[src/verilog/conv_config.svh]
`ifndef CONV_CONFIG_SVH
`define CONV_CONFIG_SVH

// ---------------------------------------------------------------------------
// datapath sizing
// ---------------------------------------------------------------------------
// input channels packed into one ifm word
`define CONV_LANES      4
`define CONV_PIX_W      8
`define CONV_WGT_W      8
`define CONV_PSUM_W     32

// ---------------------------------------------------------------------------
// geometry
// ---------------------------------------------------------------------------
// square kernel edge
`define CONV_K          3
// band height, fixed
`define CONV_ROWS       3
`define CONV_MAX_COL    16
`define CONV_MAX_TILES  2
`define CONV_N_OCH      4

`endif

[src/verilog/conv_data_pkg.sv]
`default_nettype none

`include "conv_config.svh"

package conv_data_pkg;

    typedef logic [`CONV_PIX_W-1:0] pixel_t;
    typedef logic signed [`CONV_WGT_W-1:0] weight_t;

    // host view is the raw word, mac view is per-lane pixels
    // lane 0 in the low byte
    typedef union packed {
        logic [`CONV_LANES*`CONV_PIX_W-1:0] raw;
        pixel_t [`CONV_LANES-1:0] lane;
    } ifm_word_u;

    // tap 0 = top-left, row-major, tap 0 in the top byte
    typedef weight_t [0:`CONV_K*`CONV_K-1] kernel_t;

    // [row][col] of the 3x3 neighbourhood
    typedef ifm_word_u [0:`CONV_K-1][0:`CONV_K-1] window_t;

    typedef logic signed [`CONV_PSUM_W-1:0] psum_t;
    // one partial sum per output channel
    typedef psum_t [`CONV_N_OCH-1:0] psum_vec_t;
    // one kernel per input lane
    typedef kernel_t [`CONV_LANES-1:0] lane_kernels_t;

endpackage

`default_nettype wire

[src/verilog/conv_geom_pkg.sv]
`default_nettype none

`include "conv_config.svh"

package conv_geom_pkg;

    // row inside the band
    typedef logic [$clog2(`CONV_ROWS)-1:0] row_t;

    // column index, wide enough to hold the width itself
    typedef logic [$clog2(`CONV_MAX_COL+1)-1:0] col_t;

    // tile index, also used for the tile count
    typedef logic [$clog2(`CONV_MAX_TILES+1)-1:0] tile_t;

    // filter word address, tile * lanes + lane
    typedef logic [$clog2(`CONV_MAX_TILES*`CONV_LANES)-1:0] flt_addr_t;

    typedef logic [$clog2(`CONV_N_OCH)-1:0] och_t;

endpackage

`default_nettype wire

[src/verilog/scan_if.sv]
`timescale 1ns/1ps
`default_nettype none

interface scan_if
    import conv_geom_pkg::*;
();

    // one scan position per beat
    logic  beat;
    row_t  row;
    col_t  col;
    tile_t tile;
    // padding edges
    logic  first_col;
    logic  last_col;
    // end of pixel accumulation / end of frame
    logic  last_tile;
    logic  last_beat;

    modport source (
        output beat, row, col, tile, first_col, last_col, last_tile, last_beat
    );

    modport sink (
        input beat, row, col, tile, first_col, last_col, last_tile, last_beat
    );

endinterface

`default_nettype wire
[src/verilog/filter_buffer.sv]
`timescale 1ns/1ps
`default_nettype none

`include "conv_config.svh"

module filter_buffer
    import conv_geom_pkg::*;
    import conv_data_pkg::*;
(
    input  logic                               clk,
    input  logic                               rstn,
    input  logic                               i_we,
    input  och_t                               i_och,
    input  flt_addr_t                          i_waddr,
    input  kernel_t                            i_wdata,
    scan_if.sink                               scan,
    output lane_kernels_t [`CONV_N_OCH-1:0]    o_kernels
);

    // per output channel, tiles x lanes kernels
    kernel_t mem [`CONV_N_OCH][`CONV_MAX_TILES*`CONV_LANES];

    always_ff @(posedge clk) begin
        if (i_we) begin
            mem[i_och][i_waddr] <= i_wdata;
        end
    end

    // all lane kernels of the current tile, every channel at once
    always_ff @(posedge clk or negedge rstn) begin
        if (!rstn) begin
            o_kernels <= '0;
        end else if (scan.beat) begin
            for (int o = 0; o < `CONV_N_OCH; o++) begin
                for (int l = 0; l < `CONV_LANES; l++) begin
                    o_kernels[o][l] <= mem[o][flt_addr_t'(int'(scan.tile) * `CONV_LANES + l)];
                end
            end
        end
    end

endmodule

`default_nettype wire

[src/flat_wrapper.sv]
// flat-port wrapper written by rule: the top's interface ports become plain ports
module filter_buffer_flat import conv_geom_pkg::*; import conv_data_pkg::*;
  (clk, rstn, i_we, i_och, i_waddr, i_wdata, o_kernels, scan_beat, scan_row, scan_col, scan_tile, scan_first_col, scan_last_col, scan_last_tile, scan_last_beat);
  scan_if scan_i ();
  input  logic clk;
  input  logic rstn;
  input  logic i_we;
  input  och_t i_och;
  input  flt_addr_t i_waddr;
  input  kernel_t i_wdata;
  output lane_kernels_t [`CONV_N_OCH-1:0] o_kernels;
  input wire logic [$bits(scan_i.beat)-1:0] scan_beat;
  input wire logic [$bits(scan_i.row)-1:0] scan_row;
  input wire logic [$bits(scan_i.col)-1:0] scan_col;
  input wire logic [$bits(scan_i.tile)-1:0] scan_tile;
  input wire logic [$bits(scan_i.first_col)-1:0] scan_first_col;
  input wire logic [$bits(scan_i.last_col)-1:0] scan_last_col;
  input wire logic [$bits(scan_i.last_tile)-1:0] scan_last_tile;
  input wire logic [$bits(scan_i.last_beat)-1:0] scan_last_beat;
  assign scan_i.beat = scan_beat;
  assign scan_i.row = scan_row;
  assign scan_i.col = scan_col;
  assign scan_i.tile = scan_tile;
  assign scan_i.first_col = scan_first_col;
  assign scan_i.last_col = scan_last_col;
  assign scan_i.last_tile = scan_last_tile;
  assign scan_i.last_beat = scan_last_beat;
  filter_buffer u_core (.clk(clk), .rstn(rstn), .i_we(i_we), .i_och(i_och), .i_waddr(i_waddr), .i_wdata(i_wdata), .scan(scan_i), .o_kernels(o_kernels));
endmodule
[config.mk]
export PLATFORM = sky130hd
export DESIGN_NAME = filter_buffer_flat
export DESIGN_NICKNAME = d
export VERILOG_FILES = /design/src/verilog/conv_data_pkg.sv /design/src/verilog/conv_geom_pkg.sv /design/src/verilog/scan_if.sv /design/src/verilog/filter_buffer.sv /design/src/flat_wrapper.sv
export VERILOG_INCLUDE_DIRS = /design/src /design/src/verilog
export SDC_FILE = /design/constraint.sdc
export NUM_CORES = 2
export LEC_CHECK = 0
export BUFFER_PORTS_ARGS = -buffer_cell sky130_fd_sc_hd__buf_2
export CAP_MARGIN = 30
export CORE_MARGIN = 2
export CORE_UTILIZATION = 53
export DETAILED_ROUTE_END_ITERATION = 16
export PLACE_DENSITY_LB_ADDON = 0.08
export SYNTH_ARGS = -nofsm -noshare
export SYNTH_HDL_FRONTEND = slang
export SYNTH_SLANG_ARGS = --single-unit
[constraint.sdc]
create_clock -name clk -period 0.8 [get_ports clk]
set_input_delay 0.16 -clock clk [delete_from_list [all_inputs] [get_ports clk]]
set_output_delay 0.16 -clock clk [all_outputs]
set_load 0.005 [all_outputs]
* After elaboration in Yosys (flattened, before gate mapping)
Memories as Yosys holds them, arrays and structs flattened. Index checks and enable logic that the tools add are counted. W data, S select, Z words.
Word-level totals: register bits 1152, latch bits 0, memory bits (writable) 2304, memory bits (read-only) 0, input port bits 94, output and inout port bits 1152, word-level logic and storage cells 212, memories kept 1
Cells by class: add/sub/neg operators 3, $mul 0, divide/modulo/power cells 0, $lt $le $gt $ge 6, equality and inequality tests 0, shifts and indexed selects 0, muxes and demuxes 52, bitwise operators 5, reduce and logical (&&, ||, !) cells 1
Memory list:
- u_core.mem | depth 4, width 576, rd ports 4, clocked after Yosys merged registers in 0, write ports 1, line filter_buffer.sv:21 | kernel_t mem [`CONV_N_OCH][`CONV_MAX_TILES*`CONV_LANES];
Operators with widths (number):
- $bmux W72 S3 | 16
- $mux W72 | 33
- $mux W576 | 1
- $demux W72 S3 | 1
- $ge A4 B4 Y1 const B | 5
- $not A3 Y4 | 5
- $add A3 B2 Y3 const B | 2
- $lt A4 B1 Y1 const B | 1
- $add A3 B1 Y3 const B | 1
- $logic_and A1 B1 Y1 | 1
- $mux W1 | 1

* Depth between registers and ports, before layout
depth after elaboration 6, mapped depth 6, mapped depth without buffers 2

* Least setup slack after synthesis
OpenSTA, ideal clock, no wires.
kind input -> register, start point input i_waddr[1], end point memory u_core.mem[0][504] (netlist name) (enable), library setup time 503 ps, arrival time 3909 ps, required time 297 ps, path slack -3612 ps, stages 2, path buffers 0, cells stage by stage or4b_2 nor2_1
On the way: longest elaborated chain between the ends 6, elaborated cells on any way between the ends 7, those cells by class order compare (2); mux (3); bitwise (1); reduce/logical (1)
Ends and longest elaborated chain:
- from (decl) | line flat_wrapper.sv:9 | input flt_addr_t i_waddr;
- $not A3 Y4 (implied by the code) (*) | line filter_buffer.sv:25 | mem[i_och][i_waddr] <= i_wdata;
- $ge A4 B4 Y1 (implied by the code) or $lt A4 B1 Y1 (tied branches) | line filter_buffer.sv:25
- $logic_and A1 B1 Y1 (implied by the code) | line filter_buffer.sv:25
- $mux W72 (implied by the code) | line filter_buffer.sv:25
- $demux W72 S3 (*) | line filter_buffer.sv:25
- $mux W576 (implied by the code) (*) | line filter_buffer.sv:25
- to (decl) | line filter_buffer.sv:21
Every way passes the cells marked *; elsewhere a longest branch is shown, timed or not.

* Worst setup path in the final report
start point register, netlist name u_core.o_kernels[76], end point output o_kernels[76] (netlist name)
RTL lines:
- to (decl) | line flat_wrapper.sv:11 | output lane_kernels_t [`CONV_N_OCH-1:0] o_kernels;
No word-level cell between the ends.

==> impl_metrics.xml <==
<?xml version="1.0" encoding="UTF-8"?>
<metrics>
  <group name="run_status">
    <metric name="status" unit="">finished, violations left</metric>
    <metric name="violated_checks" unit="">hold timing, setup timing</metric>
  </group>
  <group name="sta">
    <metric name="final_hold_viol_count" unit="">98</metric>
    <metric name="finClkSkew" unit="ns">0.0834</metric>
    <metric name="final-setup-viol-count" unit="">2560</metric>
    <metric name="postLayoutSetupSlackWorst" unit="ns">-0.947</metric>
    <metric name="timing.final.crit_share" unit="">2.18</metric>
    <metric name="final_hold_slack" unit="ns">-0.151</metric>
    <metric name="timing.fmax" unit="MHz">572</metric>
    <metric name="timing_worst_slew_pin_value" unit="ns">0.542</metric>
    <metric name="fin_crit" unit="ns">1.75</metric>
    <metric name="maxSlewHeadroom" unit="">0.639</metric>
    <metric name="setup_total_negative_slack" unit="ns">-1033.69</metric>
    <metric name="finalMaxSlewViolations" unit="">0</metric>
    <metric name="grt_setup_unrepaired" unit="">yes</metric>
  </group>
  <group name="logic_synthesis">
    <metric name="syn_nets" unit="">7437</metric>
    <metric name="synth.top_cell.area_share" unit="">0.568</metric>
    <metric name="synthesis.yosys.warnings" unit="">0</metric>
    <metric name="synthesis.area_per_instance" unit="um2">16.6</metric>
    <metric name="post_synth_arst_share" unit="">0.333</metric>
    <metric name="synth_enable_flop_cells" unit="">2304</metric>
    <metric name="yosys_register_bits" unit="">3456</metric>
    <metric name="synth.area.top_cells" unit="">sky130_fd_sc_hd__edfxtp_1 57%, sky130_fd_sc_hd__dfrtp_1 24%, sky130_fd_sc_hd__mux2i_1 9.5%, sky130_fd_sc_hd__a21oi_1 4.7%, sky130_fd_sc_hd__nor2_1 3.6%</metric>
    <metric name="synth-seq-area-share" unit="">0.804</metric>
    <metric name="synth_area" unit="um2">122000</metric>
    <metric name="synthFlopType" unit="">sky130_fd_sc_hd__edfxtp_1</metric>
    <metric name="post_synth_num_cell_types" unit="">17</metric>
    <metric name="synth_area_leader" unit="">sky130_fd_sc_hd__edfxtp_1</metric>
    <metric name="synth_cells" unit="">7343</metric>
  </group>
  <group name="clock_tree">
    <metric name="root_buffer" unit="">sky130_fd_sc_hd__clkbuf_16</metric>
    <metric name="cts.htree.levels" unit="">5</metric>
    <metric name="cts_buffers" unit="">355</metric>
    <metric name="tritoncts_clock_tree" unit="">built</metric>
    <metric name="insertion_delay" unit="ns">0.98</metric>
    <metric name="cts-hold-fix-buffers" unit="">84</metric>
    <metric name="clk_pin_slew" unit="ns">0.06</metric>
    <metric name="max-clock-path-buffers" unit="">4</metric>
    <metric name="cts.sink_count" unit="">3456</metric>
  </group>
  <group name="worst_setup_path">
    <metric name="worst_path_largest_cell_delay" unit="ns">0.49</metric>
    <metric name="critical-path-top-delay-family" unit="">flip-flops</metric>
    <metric name="cp.buffers_inverters" unit="">1</metric>
    <metric name="arrival" unit="ns">1.59</metric>
    <metric name="timing.critical_path.slowest_stage_cell" unit="">sky130_fd_sc_hd__dfrtp_2</metric>
    <metric name="timing.critical_path.from_type" unit="">flop</metric>
    <metric name="cp_cell_sequence" unit="">buf_6</metric>
    <metric name="critPathMaxFanout" unit="">2</metric>
    <metric name="cp-end-kind" unit="">primary output</metric>
    <metric name="timing.critical_path.required" unit="ns">0.64</metric>
    <metric name="crit_type" unit="">flop to primary output</metric>
  </group>
  <group name="grt">
    <metric name="grt_first_pass_wirelength" unit="um">529000</metric>
    <metric name="gr-max-usage-layer" unit="">met2</metric>
    <metric name="gr-usage-met1" unit="">0.428</metric>
    <metric name="grt.met2_usage" unit="">0.510</metric>
    <metric name="grt_antenna_before_repair" unit="">8</metric>
    <metric name="grtUsageTotal" unit="">0.317</metric>
    <metric name="grt_remaining_overflow" unit="">0</metric>
    <metric name="first_global_vias" unit="">74707</metric>
    <metric name="grt_start_max_net_pins" unit="">95</metric>
    <metric name="use_met3" unit="">0.0562</metric>
  </group>
  <group name="detailed_routing">
    <metric name="drtIter0Drc" unit="">7167</metric>
    <metric name="routed_wire_length_per_instance" unit="um">27.4</metric>
    <metric name="vias_per_inst" unit="">5.52</metric>
    <metric name="drtPass1Iterations" unit="">6</metric>
    <metric name="dr_total_vias" unit="">76342</metric>
    <metric name="remaining_drc_errors" unit="">0</metric>
    <metric name="antenna_nets_post_route" unit="">0</metric>
    <metric name="wl" unit="um">378000</metric>
  </group>
  <group name="floorplanning">
    <metric name="floorplan.rows" unit="">176</metric>
    <metric name="placeableCoreArea" unit="um2">229000</metric>
    <metric name="die-area" unit="um2">234000</metric>
    <metric name="floorplan.die.width" unit="um">484</metric>
    <metric name="floorplan.io_pins" unit="">1246</metric>
    <metric name="vert_die_dim" unit="um">484</metric>
    <metric name="start_util" unit="">0.532</metric>
  </group>
  <group name="cells_and_area">
    <metric name="final_common_cell" unit="">sky130_fd_sc_hd__edfxtp_1</metric>
    <metric name="area_growth_syn_to_layout" unit="%">33.6</metric>
    <metric name="final_layout_size_suffix_gt1_frac" unit="">0.391</metric>
    <metric name="num-nets-final" unit="">10612</metric>
    <metric name="mostFrequentLayoutCells" unit="">2,304 x sky130_fd_sc_hd__edfxtp_1, 1,590 x sky130_fd_sc_hd__buf_4, 1,191 x sky130_fd_sc_hd__buf_2, 1,152 x sky130_fd_sc_hd__nor2_1, 1,123 x sky130_fd_sc_hd__dfrtp_1</metric>
  </group>
  <group name="power">
    <metric name="power-per-cell-area" unit="nW/um2">2450</metric>
    <metric name="netSwitchingPower" unit="mW">89.7</metric>
    <metric name="irDropWorstVdd" unit="mV">1.72</metric>
    <metric name="power.share.switching" unit="">0.224</metric>
    <metric name="leakage_dissipation" unit="nW">65.2</metric>
    <metric name="power.share.clock" unit="">0.412</metric>
    <metric name="power.share.sequential" unit="">0.504</metric>
    <metric name="p_comb_frac" unit="">0.083</metric>
    <metric name="internal_power" unit="mW">310</metric>
  </group>
  <group name="placed_design">
    <metric name="post-dp-hpwl" unit="um">255000</metric>
    <metric name="place_congestion" unit="">0.855</metric>
    <metric name="io_buffer_count" unit="">1233</metric>
  </group>
  <group name="run">
    <metric name="max-cap-violations" unit="">0</metric>
  </group>
  <group name="worst_hold_path">
    <metric name="hp-class" unit="">input pin to flop</metric>
  </group>
</metrics>
## cell type report
| cell class | instances | area (um2) |
|---|---|---|
| Timing Repair Buffer | 3205 | 25200 |
| Clock buffer | 490 | 10100 |
| Sequential cell | 3456 | 98100 |
| Clock inverter | 144 | 1490 |
| Tap cell | 3026 | 3790 |
| Multi-Input combinational cell | 3500 | 24100 |
| Antenna cell | 5 | 12.5 |
| Fill cell | 14822 | 66400 |
## cells in the mapped netlist, types with 2 or more instances
library cell and number:
sky130_fd_sc_hd__a21oi_1 1152, sky130_fd_sc_hd__mux2i_1 1152, sky130_fd_sc_hd__nor2_1 1184, sky130_fd_sc_hd__buf_4 47, sky130_fd_sc_hd__buf_2 119, sky130_fd_sc_hd__edfxtp_1 2304
sky130_fd_sc_hd__nand4bb_1 3, sky130_fd_sc_hd__dfrtp_1 1152, sky130_fd_sc_hd__buf_1 19, sky130_fd_sc_hd__buf_6 31, sky130_fd_sc_hd__clkbuf_1 171, sky130_fd_sc_hd__nand4b_1 3
sky130_fd_sc_hd__nand2b_1 2
## per-layer routing
| layer | wire (um) | up-vias |
|---|---|---|
| li1 | - | 33308 |
| met1 | 148000 | 38968 |
| met2 | 182000 | 3434 |
| met3 | 29400 | 630 |
| met4 | 18600 | 2 |
| met5 | 12 | - |
## stage by stage
step | cell area (um2) | setup slack (ns) | std cells | util | total power, mW
after floorplan | 122000 | -1.49 | 7343 | - | 213
after global placement | 143000 | -1.06 | 12482 | 0.625 | 232
after detailed placement | 143000 | -1.06 | 12482 | 0.625 | 233
after CTS | 161000 | -1.01 | 13569 | 0.702 | 400
after global routing | 163000 | -0.994 | 13823 | 0.710 | 411
final | 163000 | -0.947 | 13826 | 0.710 | 400
## repair_timing
item,4_1_cts,5_1_grt
cloned,1,0
resized for setup,579,13
buffers inserted,379,252
pin swaps,460,0
hold endpoints to repair,4605,105
setup endpoints to repair,2117,2577
## registers in the layout, indices dropped and copies added, names as in the netlist
register / cells
u_core.mem: 2304
u_core.o_kernels: 1152
## worst paths after layout
| kind | from | end | slack (ns) | depth (start not counted) |
|---|---|---|---|---|
| worst min register to register | u_core.o_kernels[676] | u_core.o_kernels[676] | 0.51 | 2 |
| worst min-delay path | scan_tile[0] | u_core.o_kernels[223] | -0.15 | 4 |
| worst max-delay path | u_core.o_kernels[76] | o_kernels[76] | -0.95 | 1 |
| max in group asynchronous | rstn | u_core.o_kernels[265] | -0.13 | 5 |
| min in group asynchronous | rstn | u_core.o_kernels[1016] | -0.14 | 3 |
| worst max register to register | u_core.mem[3][208] | u_core.o_kernels[1000] | -0.23 | 3 |
## worst reg2reg max path: stages (launching register included)
cell and delay, ns:
sky130_fd_sc_hd__edfxtp_1 0.40, sky130_fd_sc_hd__mux2i_2 0.23, sky130_fd_sc_hd__buf_4 0.20, sky130_fd_sc_hd__a21oi_2 0.06
## logic make-up after synthesis
logic type             count (synthesis)  share of synthesized area
flip-flops                          3456                      0.804
AND/OR/NAND/NOR                     1196                     0.0373
multiplexers                        1152                     0.0946
buffers and inverters                387                     0.0165
AO/OA/AOI/OAI                       1152                     0.0473
## power by group through the flow
stage	combinational (mW)	sequential [mW]	clock, mW
after floorplan	9.22	204	0
after global placement	27.2	205	0
after detailed placement	27.6	205	0
after CTS	31.7	201	167
after global routing	35.5	202	174
final	33.3	202	165
Note: power is estimated with default switching activity, not from simulation.
