## src/verilog/conv_config.svh

```systemverilog
`ifndef CONV_CONFIG_SVH
`define CONV_CONFIG_SVH

// ---------------------------------------------------------------------------
// datapath sizing
// ---------------------------------------------------------------------------
// input channels packed into one ifm word
`define CONV_LANES      4
`define CONV_PIX_W      8
`define CONV_WGT_W      8
`define CONV_PSUM_W     32

// ---------------------------------------------------------------------------
// geometry
// ---------------------------------------------------------------------------
// square kernel edge
`define CONV_K          3
// band height, fixed
`define CONV_ROWS       3
`define CONV_MAX_COL    16
`define CONV_MAX_TILES  2
`define CONV_N_OCH      4

`endif

```

## src/verilog/conv_geom_pkg.sv

```systemverilog
`default_nettype none

`include "conv_config.svh"

package conv_geom_pkg;

    // row inside the band
    typedef logic [$clog2(`CONV_ROWS)-1:0] row_t;

    // column index, wide enough to hold the width itself
    typedef logic [$clog2(`CONV_MAX_COL+1)-1:0] col_t;

    // tile index, also used for the tile count
    typedef logic [$clog2(`CONV_MAX_TILES+1)-1:0] tile_t;

    // filter word address, tile * lanes + lane
    typedef logic [$clog2(`CONV_MAX_TILES*`CONV_LANES)-1:0] flt_addr_t;

    typedef logic [$clog2(`CONV_N_OCH)-1:0] och_t;

endpackage

`default_nettype wire

```

## src/verilog/scan_if.sv

```systemverilog
`timescale 1ns/1ps
`default_nettype none

interface scan_if
    import conv_geom_pkg::*;
();

    // one scan position per beat
    logic  beat;
    row_t  row;
    col_t  col;
    tile_t tile;
    // padding edges
    logic  first_col;
    logic  last_col;
    // end of pixel accumulation / end of frame
    logic  last_tile;
    logic  last_beat;

    modport source (
        output beat, row, col, tile, first_col, last_col, last_tile, last_beat
    );

    modport sink (
        input beat, row, col, tile, first_col, last_col, last_tile, last_beat
    );

endinterface

`default_nettype wire
```

## src/verilog/frame_scan_ctrl.sv

```systemverilog
`timescale 1ns/1ps
`default_nettype none

`include "conv_config.svh"

module frame_scan_ctrl
    import conv_geom_pkg::*;
(
    input  logic   clk,
    input  logic   rstn,
    input  logic   i_start,
    input  col_t   i_width,
    input  tile_t  i_tiles,
    output logic   o_busy,
    scan_if.source scan
);

    localparam logic [1:0] ST_IDLE  = 2'd0;
    localparam logic [1:0] ST_SCAN  = 2'd1;
    localparam logic [1:0] ST_DRAIN = 2'd2;
    // buffer read + result stage + output stage
    localparam int DRAIN_CYC = 3;

    logic [1:0] state;
    logic [1:0] drain_cnt;
    col_t       width_q;
    tile_t      tiles_q;
    row_t       row_q;
    col_t       col_q;
    tile_t      tile_q;
    logic       at_last_tile;
    logic       at_last_col;
    logic       at_last_beat;

    // ------------------------------------------------------------------------
    // position flags
    // ------------------------------------------------------------------------
    assign at_last_tile = (tile_q == tiles_q - tile_t'(1));
    assign at_last_col  = (col_q == width_q - col_t'(1));
    // last tile of the last column of the bottom row
    assign at_last_beat = at_last_tile && at_last_col && (row_q == row_t'(`CONV_ROWS - 1));

    assign scan.beat      = (state == ST_SCAN);
    assign scan.row       = row_q;
    assign scan.col       = col_q;
    assign scan.tile      = tile_q;
    assign scan.first_col = (col_q == '0);
    assign scan.last_col  = at_last_col;
    assign scan.last_tile = at_last_tile;
    assign scan.last_beat = at_last_beat;

    // busy covers the pipeline drain too
    assign o_busy = (state != ST_IDLE);

    // ------------------------------------------------------------------------
    // fsm and nested counters, tile fastest
    // ------------------------------------------------------------------------
    always_ff @(posedge clk or negedge rstn) begin
        if (!rstn) begin
            state     <= ST_IDLE;
            drain_cnt <= '0;
            width_q   <= '0;
            tiles_q   <= '0;
            row_q     <= '0;
            col_q     <= '0;
            tile_q    <= '0;
        end else begin
            case (state)
                ST_IDLE: begin
                    // start only seen here, ignored while busy
                    if (i_start) begin
                        state   <= ST_SCAN;
                        width_q <= i_width;
                        tiles_q <= i_tiles;
                        row_q   <= '0;
                        col_q   <= '0;
                        tile_q  <= '0;
                    end
                end
                ST_SCAN: begin
                    if (at_last_tile) begin
                        tile_q <= '0;
                        if (at_last_col) begin
                            col_q <= '0;
                            row_q <= row_q + row_t'(1);
                        end else begin
                            col_q <= col_q + col_t'(1);
                        end
                    end else begin
                        tile_q <= tile_q + tile_t'(1);
                    end
                    if (at_last_beat) begin
                        state     <= ST_DRAIN;
                        drain_cnt <= '0;
                    end
                end
                ST_DRAIN: begin
                    // wait for the final result to leave
                    if (drain_cnt == 2'(DRAIN_CYC - 1)) begin
                        state <= ST_IDLE;
                    end else begin
                        drain_cnt <= drain_cnt + 2'd1;
                    end
                end
                default: state <= ST_IDLE;
            endcase
        end
    end

endmodule

`default_nettype wire

```

## src/flat_wrapper.sv

```systemverilog
// flat-port wrapper written by rule: the top's interface ports become plain ports
module frame_scan_ctrl_flat import conv_geom_pkg::*;
  (clk, rstn, i_start, i_width, i_tiles, o_busy, scan_beat, scan_row, scan_col, scan_tile, scan_first_col, scan_last_col, scan_last_tile, scan_last_beat);
  scan_if scan_i ();
  input  logic clk;
  input  logic rstn;
  input  logic i_start;
  input  col_t i_width;
  input  tile_t i_tiles;
  output logic o_busy;
  output wire logic [$bits(scan_i.beat)-1:0] scan_beat;
  output wire logic [$bits(scan_i.row)-1:0] scan_row;
  output wire logic [$bits(scan_i.col)-1:0] scan_col;
  output wire logic [$bits(scan_i.tile)-1:0] scan_tile;
  output wire logic [$bits(scan_i.first_col)-1:0] scan_first_col;
  output wire logic [$bits(scan_i.last_col)-1:0] scan_last_col;
  output wire logic [$bits(scan_i.last_tile)-1:0] scan_last_tile;
  output wire logic [$bits(scan_i.last_beat)-1:0] scan_last_beat;
  assign scan_beat = scan_i.beat;
  assign scan_row = scan_i.row;
  assign scan_col = scan_i.col;
  assign scan_tile = scan_i.tile;
  assign scan_first_col = scan_i.first_col;
  assign scan_last_col = scan_i.last_col;
  assign scan_last_tile = scan_i.last_tile;
  assign scan_last_beat = scan_i.last_beat;
  frame_scan_ctrl u_core (.clk(clk), .rstn(rstn), .i_start(i_start), .i_width(i_width), .i_tiles(i_tiles), .o_busy(o_busy), .scan(scan_i));
endmodule
```

## config.mk

```make
export PLATFORM = sky130hd
export DESIGN_NAME = frame_scan_ctrl_flat
export DESIGN_NICKNAME = d
export VERILOG_FILES = /design/src/verilog/conv_geom_pkg.sv /design/src/verilog/scan_if.sv /design/src/verilog/frame_scan_ctrl.sv /design/src/flat_wrapper.sv
export VERILOG_INCLUDE_DIRS = /design/src /design/src/verilog
export SDC_FILE = /design/constraint.sdc
export NUM_CORES = 1
export LEC_CHECK = 0
export BUFFER_PORTS_ARGS = -buffer_cell sky130_fd_sc_hd__buf_2
export CAP_MARGIN = 20
export CORE_ASPECT_RATIO = 0.7
export CORE_MARGIN = 2
export CORE_UTILIZATION = 50
export DETAILED_ROUTE_END_ITERATION = 8
export GPL_TIMING_DRIVEN = 1
export PLACE_DENSITY = 0.76
export SETUP_SLACK_MARGIN = 0.15
export SYNTH_ARGS = -nofsm -noshare
export SYNTH_HDL_FRONTEND = slang
export SYNTH_SLANG_ARGS = --single-unit
```

## constraint.sdc

```tcl
create_clock -name clk -period 2.9 [get_ports clk]
set_input_delay 0.145 -clock clk [delete_from_list [all_inputs] [get_ports clk]]
set_output_delay 0.145 -clock clk [all_outputs]
set_load 0.005 [all_outputs]
```

Yosys cells after proc, flatten, opt, wreduce, memory -nomap -nowiden. Index checks and enable logic that the tools add are counted.

Output and inout port bits: 15. Word-level logic and storage cells: 55. Input port bits: 10. Register bits after elaboration: 20.

Reductions and logical operators: 13. Eq/ne operators: 12. Muxes and demuxes: 17. $add $sub $neg: 6.

Operator list (count): 2-bit two-way mux (9); 5-bit two-way mux (3); 2-bit one-hot mux with 2 select lines (3); 5-bit one-hot mux with 2 select lines (1); 3-bit AND reduction (3); 2-bit by 1-bit != test with 1-bit output (second input constant) (4); 2-bit by 1-bit adder with 2-bit output (second input constant) (3); 2-bit == test (second input constant) (3); 2-bit one-hot mux with 3 select lines (1); 2-bit nonzero test (3); 5-bit by 1-bit adder with 5-bit output (second input constant) (1); 5-bit == test (1); 5-bit zero test (1); 5-bit by 1-bit subtractor with 5-bit output (second input constant) (1); 2-bit != test (second input constant) (2); 2-bit AND reduction (2); 4-bit AND reduction (1); 2-bit by 1-bit == test with 1-bit output (second input constant) (1); 2-bit == test (1); 1-bit logical AND (2); 2-bit zero test (1); 2-bit by 1-bit subtractor with 2-bit output (second input constant) (1).

Logic depth before layout (Yosys ltp). Gate-level depths: netlist of run 1.

Word-level depth: 6. Mapped depth: 8. Mapped depth without buffers: 7.

Least setup slack after synthesis of run 1. Ideal clock, no wire load.

Kind: reg-to-reg. Start: register u_core.width_q[0]. End: register u_core.row_q[0], in the netlist u_core.scan.row[0]. Period minus slack after synthesis: 2.184 ns. Setup time: 0.126 ns. Stages on the path, launching flop included: 8. Path buffers: 1. Path slack: 0.716 ns. Arrival: 2.058 ns. Data required time: 2.774 ns. Path through: dfrtp_1 inv_1 ha_1 xnor2_1 or4_4 buf_6 or2_4 a311o_1.

Cells in the longest elaborated chain, start to end: 4.

RTL lines: start, declared (RTL line frame_scan_ctrl.sv:26) `col_t width_q;`; start signal, assigned (RTL line frame_scan_ctrl.sv:73) `width_q <= i_width;`; 5-bit by 1-bit subtractor with 5-bit output (RTL line frame_scan_ctrl.sv:39) `assign at_last_col = (col_q == width_q - col_t'(1));`; 5-bit == test (RTL line frame_scan_ctrl.sv:39); 2-bit by 1-bit != test with 1-bit output (no source line); 4-bit AND reduction (no source line); end signal, assigned (RTL line frame_scan_ctrl.sv:85) `row_q <= row_q + row_t'(1);`; end, declared (RTL line frame_scan_ctrl.sv:28) `row_t row_q;`.

No other way between the ends. A chain may end at the register's enable or synchronous reset.

Worst setup path after layout of run 1.
Start: register u_core.width_q[0]. End: output port scan_last_beat.

Cells in the longest elaborated chain, start to end: 4.

RTL lines: 5-bit by 1-bit subtractor with 5-bit output (RTL line frame_scan_ctrl.sv:39); 5-bit == test (RTL line frame_scan_ctrl.sv:39); 1-bit logical AND (2 in a row) (RTL line frame_scan_ctrl.sv:41) `` assign at_last_beat = at_last_tile && at_last_col && (row_q == row_t'(`CONV_ROWS - 1)); ``; end, declared (RTL line flat_wrapper.sv:18) `output wire logic [$bits(scan_i.last_beat)-1:0] scan_last_beat;`.

No other way between the ends.

==> flow_summary.toml, run 1 <==
[detailed_routing]
postRouteAntennaNets = 0
drc = 0
routed_wire_length_um = 2650
dr_total_vias = 1064
first_pass_iteration_count_of_the_detailed_router = 4
vias_per_cell = 5.40
routed_wire_length_per_instance_um = 13.5
drt-initial-drc-count = 50

[timing]
max_slew_margin_pct = 53.6
hold-worst-slack_ns = 0.109
timing_hold_violations_final = 0
min_period_ns = 2.39
post-route-period-util_pct = 82.3
grt_setup_unrepaired = "no"
timing_max_transition_violations_final = 0
tightestPinTransition_ns = 0.696
tns_ns = 0
smallest_setup_slack_after_layout_ns = 0.512
clock-skew-final_ns = 0.00360
finalSetupViolations = 0
max_clock_freq_mhz = 419

[setup_path]
critPathKind = "reg -> out"
worstPathRequired_ns = 2.76
rrSetupSlack_ns = 0.64
arrival_time_at_the_worst_endpoint_ns = 2.24
crit_path_max_fanout = 11
worst-r2r-cell-count = 6
worstSetupEndpointType = "output port"
worst_setup_path_start_kind = "register"

[synthesis]
synth_warn = 0
synth.area.mux_share_pct = 7.70
synth-seq-area-share_pct = 38.5
synth_seq_cells = 20
syn_area_per_cell_sq_um = 9.42
yosys.area_share.simple_pct = 20.1
post_synth_main_area_contributors = "sky130_fd_sc_hd__dfrtp_1, sky130_fd_sc_hd__ha_1, sky130_fd_sc_hd__mux2_2, sky130_fd_sc_hd__nand2_1, sky130_fd_sc_hd__inv_1"
synth-xor-area-share_pct = 4.72
synth_top_cell_area_share_pct = 38.5
postSynthNetCount = 156
synthesis.instances = 138
synth_top_family_by_area = "simple AND/OR/NAND/NOR gates"
synth.cell_area_sq_um = 1300
synth_compound_gate_area_share_pct = 15.4
post-synth-top-area-cell = "sky130_fd_sc_hd__dfrtp_1"
synth_adder_area_share_pct = 7.70
unique_masters_post_synth = 40

[run]
cap_viol_max_count = 0

[clocking]
clock_buffers_created_by_tritoncts = 3
max-clock-path-buffers = 2
cts_tree = "yes"
cts_setup_buffers = 0
insertion_delay_ns = 0.26
cts_sinks = 20
worst_setup_hold_path_clk_slew_ns = 0.07
clockRootBuffer = "sky130_fd_sc_hd__clkbuf_8"
number_of_levels_the_h_tree_was_split_into = 1

[hold_path]
class_of_the_most_critical_hold_timing_path = "in -> reg"
min_delay_path_depth = 2

[die]
horizontal_die_dimension_um = 64.9
initial_utilization_pct = 52.9
top_level_ports = 25
die_y_um = 46.7
die_area_sq_um = 3030
core.rowCount = 15
core_area_sq_um = 2460

[final_layout]
area_growth_syn_to_layout_pct = 15.7
drive_above_1_share_pct = 26.4
final_area_sq_um = 1500
number_of_nets_in_the_layout = 182
diodes = 0

[placed_design]
port-buffer-count = 24
dp_worst_setup_slack_ns = 0.666
dp_hpwl_um = 1980
place_congestion = 0.791
placement.cell_area_sq_um = 1440

[power_and_ir_drop]
leakagePower_nw = 0.678
power_per_cell_area_nw_per_um2 = 338
total_power_w = 0.000508
irDropWorstVdd_mv = 0.276

[global_route]
grt_overflow_total = 0
grt_first_pass_wirelength_um = 4390
via_count_of_the_first_global_routing_pass = 910
grt_start_max_net_pins = 21
grt_antenna_before_repair = 0
global_route_usage_over_all_layers_pct = 19.8

[outcome]
outcome = "complete, no violations"
-- cells in the mapped netlist --
library cell,count
sky130_fd_sc_hd__o2111ai_1,1
sky130_fd_sc_hd__nor2b_1,3
sky130_fd_sc_hd__or4_1,2
sky130_fd_sc_hd__dfrtp_1,20
sky130_fd_sc_hd__nor3_2,1
sky130_fd_sc_hd__ha_1,8
sky130_fd_sc_hd__a21o_1,1
sky130_fd_sc_hd__o31ai_1,1
sky130_fd_sc_hd__o311ai_0,4
sky130_fd_sc_hd__nand2_1,16
sky130_fd_sc_hd__o311ai_1,1
sky130_fd_sc_hd__xnor2_1,6
sky130_fd_sc_hd__clkbuf_1,2
sky130_fd_sc_hd__nor4b_1,2
sky130_fd_sc_hd__xor2_1,1
sky130_fd_sc_hd__and2_2,1
sky130_fd_sc_hd__or4_4,2
sky130_fd_sc_hd__and2_1,1
sky130_fd_sc_hd__o22ai_1,1
sky130_fd_sc_hd__o21a_1,1
sky130_fd_sc_hd__mux2_2,8
sky130_fd_sc_hd__o21bai_1,1
sky130_fd_sc_hd__nand3b_1,1
sky130_fd_sc_hd__o32a_1,1
sky130_fd_sc_hd__a31oi_1,1
sky130_fd_sc_hd__nand3_1,6
sky130_fd_sc_hd__nor2_1,7
sky130_fd_sc_hd__a21oi_1,4
sky130_fd_sc_hd__or2_4,1
sky130_fd_sc_hd__o211ai_1,1
sky130_fd_sc_hd__a311o_1,1
sky130_fd_sc_hd__nand2b_1,4
sky130_fd_sc_hd__o31a_2,1
sky130_fd_sc_hd__inv_1,14
sky130_fd_sc_hd__buf_2,1
sky130_fd_sc_hd__nor4_1,1
sky130_fd_sc_hd__mux2i_1,1
sky130_fd_sc_hd__o21ai_0,7
sky130_fd_sc_hd__o211ai_2,1
sky130_fd_sc_hd__buf_6,1
-- metrics by stage --
step / utilization (%) / std cells
after floorplan: - / 138
after global placement: 58.5 / 192
after detailed placement: 58.5 / 192
after CTS: 61.2 / 197
after global routing: 61.2 / 197
final: 61.2 / 197
-- timing repair --
action,CTS,global route
gates resized for setup,0,0
hold buffers,1,0
hold endpoints to repair,20,0
-- critical path, stage by stage, from the launching register on --
cell and delay (ns):
sky130_fd_sc_hd__dfrtp_1 0.41, sky130_fd_sc_hd__inv_1 0.07, sky130_fd_sc_hd__ha_1 0.30, sky130_fd_sc_hd__xnor2_1 0.13, sky130_fd_sc_hd__or4_4 0.59, sky130_fd_sc_hd__or2_4 0.26, sky130_fd_sc_hd__nor2_1 0.10, sky130_fd_sc_hd__buf_2 0.12
-- kinds of logic after synthesis --
group,after synthesis
AND/OR/NAND/NOR,48
AO/OA/AOI/OAI,28
flip-flops,20
buffers and inverters,18
multiplexers,9
adder cells (fa/ha/maj),8
XOR/XNOR,7
-- state kept, by name (all words and copies together) (netlist names) --
signal / count
u_core.scan.col: 5
u_core.scan.row: 2
u_core.drain_cnt: 2
u_core.width_q: 5
u_core.scan.tile: 2
u_core.state: 2
u_core.tiles_q: 2
-- power breakdown --
| group | total (W) | switching, W | internal (W) |
|---|---|---|---|
| clock network | 0.000218 | 0.0000965 | 0.000121 |
| logic | 0.0000122 | 0.00000707 | 0.00000517 |
| registers | 0.000279 | 0 | 0.000279 |
-- layout by cell type, fill, tap and decap left out, types with 2 or more instances in the layout --
cell	n
sky130_fd_sc_hd__o311ai_0	4
sky130_fd_sc_hd__nor2_1	7
sky130_fd_sc_hd__o21ai_0	7
sky130_fd_sc_hd__nor2b_1	3
sky130_fd_sc_hd__nand2_1	16
sky130_fd_sc_hd__mux2_2	8
sky130_fd_sc_hd__nand3_1	6
sky130_fd_sc_hd__ha_1	8
sky130_fd_sc_hd__or4_4	2
sky130_fd_sc_hd__buf_2	24
sky130_fd_sc_hd__nor4b_1	2
sky130_fd_sc_hd__inv_1	14
sky130_fd_sc_hd__or4_1	2
sky130_fd_sc_hd__clkbuf_8	4
sky130_fd_sc_hd__a21oi_1	4
sky130_fd_sc_hd__nand2b_1	4
sky130_fd_sc_hd__dfrtp_1	20
sky130_fd_sc_hd__xnor2_1	6
-- metal layers --
metal / routed length, um / track usage, %
met5: 0 / 0
met4: 33 / 7.66
met3: 126 / 5.38
met2: 1180 / 30.5
met1: 1320 / 26.7
-- final timing paths --
check	endpoint	start
worst min register to register	u_core.tiles_q[0]	u_core.tiles_q[0]
worst min-delay path	u_core.width_q[1]	i_width[1]
worst max register to register	u_core.scan.col[2]	u_core.width_q[0]
min in group asynchronous	u_core.drain_cnt[1]	rstn
max in group asynchronous	u_core.width_q[0]	rstn
worst max-delay path	scan_last_beat	u_core.width_q[0]
-- layout make-up --
class	instances	area (sq um)
Clock buffer	4	55.1
Tap cell	34	42.5
Inverter	14	52.6
Fill cell	221	955
Timing Repair Buffer	25	130
Sequential cell	20	500
Multi-Input combinational cell	100	723
No activity file was read; power rests on OpenSTA's default activity.
==> run 2: changes to the inputs <==
clock period = 2.4 ns   (was 2.9 ns; I/O delays follow)
==> run 2 against run 1 <==
Effect of this change: via count increased by 4.8%; utilization increased by 3.4 points; combinational power increased by 19%; sequential power increased by 21%; clock skew decreased by 0.00077 ns; die area unchanged; global-route usage increased by 0.88 points; sequential cell count unchanged; final cell count increased by 4.6%; sequential share of layout area decreased by 1.8 points; total power increased by 36%.
==> flow_summary.toml, run 2 (synthesis gave the netlist of run 1 again) <==
[timing]
grt_setup_unrepaired = "yes"
finalSetupViolations = 0
timing_max_transition_violations_final = 0
tightestPinTransition_ns = 0.707
post-route-period-util_pct = 92.0
max_clock_freq_mhz = 453
max_slew_margin_pct = 52.8
min_period_ns = 2.21
timing_hold_violations_final = 0
tns_ns = 0
clock-skew-final_ns = 0.00284

[detailed_routing]
routed_wire_length_per_instance_um = 14.0
vias_per_cell = 5.41
postRouteAntennaNets = 0
routed_wire_length_um = 2890
first_pass_iteration_count_of_the_detailed_router = 4
drt-initial-drc-count = 63
dr_total_vias = 1115
drc = 0

[final_layout]
area_growth_syn_to_layout_pct = 22.1
multi_input_area_sq_um = 723
mostFrequentLayoutCells = "sky130_fd_sc_hd__buf_2, sky130_fd_sc_hd__dfrtp_1, sky130_fd_sc_hd__nand2_1"
final_common_cell = "sky130_fd_sc_hd__buf_2"
number_of_nets_in_the_layout = 191
diodes = 0
layout.cells.non_filler = 206
drive_above_1_share_pct = 30.2
finish.utilization_pct = 64.6
seq_area_sq_um = 500
fillers = 207

[power_and_ir_drop]
total_power_w = 0.000690
irDropWorstVdd_mv = 0.429
leakagePower_nw = 0.727
power_per_cell_area_nw_per_um2 = 434

[setup_path]
crit_slowest_cell = "sky130_fd_sc_hd__or4_4"
worst_setup_path_start_kind = "register"
cp_delay_by_family_top = "simple AND/OR/NAND/NOR gates"
critPathKind = "reg -> out"
timing_startpoint_of_the_critical_path = "u_core.width_q[0]"
worstSetupEndpointType = "output port"
cpPeakStageDelay_ns = 0.55
path_cells = "buf_4 > nor3_2 > xnor2_1 > or4_4 > or2_4 > nor2_1 > buf_2"
arrival_time_at_the_worst_endpoint_ns = 2.09
crit_path_max_fanout = 4
worstPathRequired_ns = 2.28
worst_reg2reg_path_startpoint = "u_core.width_q[0]"
path_buf_inv = 2

[global_route]
via_count_of_the_first_global_routing_pass = 1031
grt_antenna_before_repair = 0
grt_overflow_total = 0
grt_first_pass_wirelength_um = 4580
global_route_usage_over_all_layers_pct = 20.6
grt_start_max_net_pins = 21

[run]
cap_viol_max_count = 0

[clocking]
number_of_levels_the_h_tree_was_split_into = 1
max-clock-path-buffers = 2
worst_setup_hold_path_clk_slew_ns = 0.07
cts_sinks = 20
insertion_delay_ns = 0.26
clock_buffers_created_by_tritoncts = 3
cts_tree = "yes"
clockRootBuffer = "sky130_fd_sc_hd__clkbuf_8"

[hold_path]
class_of_the_most_critical_hold_timing_path = "in -> reg"
hold_path_startpoint = "i_width[4]"

[die]
top_level_ports = 25
core_area_sq_um = 2460
initial_utilization_pct = 52.9
die_y_um = 46.7
horizontal_die_dimension_um = 64.9
core.rowCount = 15
die_area_sq_um = 3030

[placed_design]
place_congestion = 0.860
port-buffer-count = 24
dp_hpwl_um = 2120
placed_cells_incl_taps = 198

[outcome]
outcome = "complete, no violations"
[run 2: worst register-to-register path: stages (launching register included)]
cell	delay, ns
sky130_fd_sc_hd__dfrtp_1	0.38
sky130_fd_sc_hd__buf_4	0.15
sky130_fd_sc_hd__nor3_2	0.17
sky130_fd_sc_hd__xnor2_1	0.09
sky130_fd_sc_hd__or4_4	0.55
sky130_fd_sc_hd__buf_4	0.17
sky130_fd_sc_hd__or4_4	0.51
sky130_fd_sc_hd__o211ai_2	0.08
[run 2: cell type report]
class,instances,share of cell area [%]
Clock inverter,1,1.89
Clock buffer,3,2.60
Multi-Input combinational cell,100,45.5
Sequential cell,20,31.5
Inverter,14,3.31
Tap cell,34,2.68
Timing Repair Buffer,34,12.5
[run 2: metal layers]
layer | wire length (um) | track usage, % | vias to the layer above | part of all wire [%]
li1 | - | - | 557 | -
met1 | 1420 | 26.6 | 519 | 49
met2 | 1280 | 35.1 | 37 | 44
met3 | 180 | 6.36 | 2 | 6.2
met4 | 7 | 3.83 | 0 | 0.24
met5 | 0 | 0 | - | 0
[run 2: report_power, final]
group | switching, W | internal, W | total (W)
Combinational | 0.00000831 | 0.00000623 | 0.0000145
Sequential | 0 | 0.000337 | 0.000337
Clock | 0.000116 | 0.000223 | 0.000338
[run 2: what timing repair did]
item                                    in CTS  in global routing
pin swaps                                    2                  0
resized for setup                            0                  1
endpoints found under the hold margin       20                  0
setup buffers                                3                  0
hold buffers                                 1                  0
endpoints found under the setup margin       3                  3
[run 2: final timing paths]
path / cells past startpoint / endpoint / slack [ns]
setup / recovery: 7 / scan_last_beat / 0.19
min in group asynchronous: 2 / u_core.drain_cnt[1] / 0.33
max in group asynchronous: 2 / u_core.width_q[0] / 1.75
setup reg to reg: 7 / u_core.scan.row[1] / 0.23
hold / removal: 2 / u_core.width_q[4] / 0.08
hold reg to reg: 1 / u_core.tiles_q[1] / 0.53
[run 2: metrics by stage]
stage | hold slack (ns) | setup slack [ns] | instance area (sq um)
after floorplan | -0.176 | 0.216 | 1300
after global placement | 0.0936 | 0.241 | 1480
after detailed placement | 0.101 | 0.168 | 1480
after CTS | 0.0775 | 0.179 | 1590
after global routing | 0.0700 | 0.111 | 1590
final | 0.0842 | 0.193 | 1590
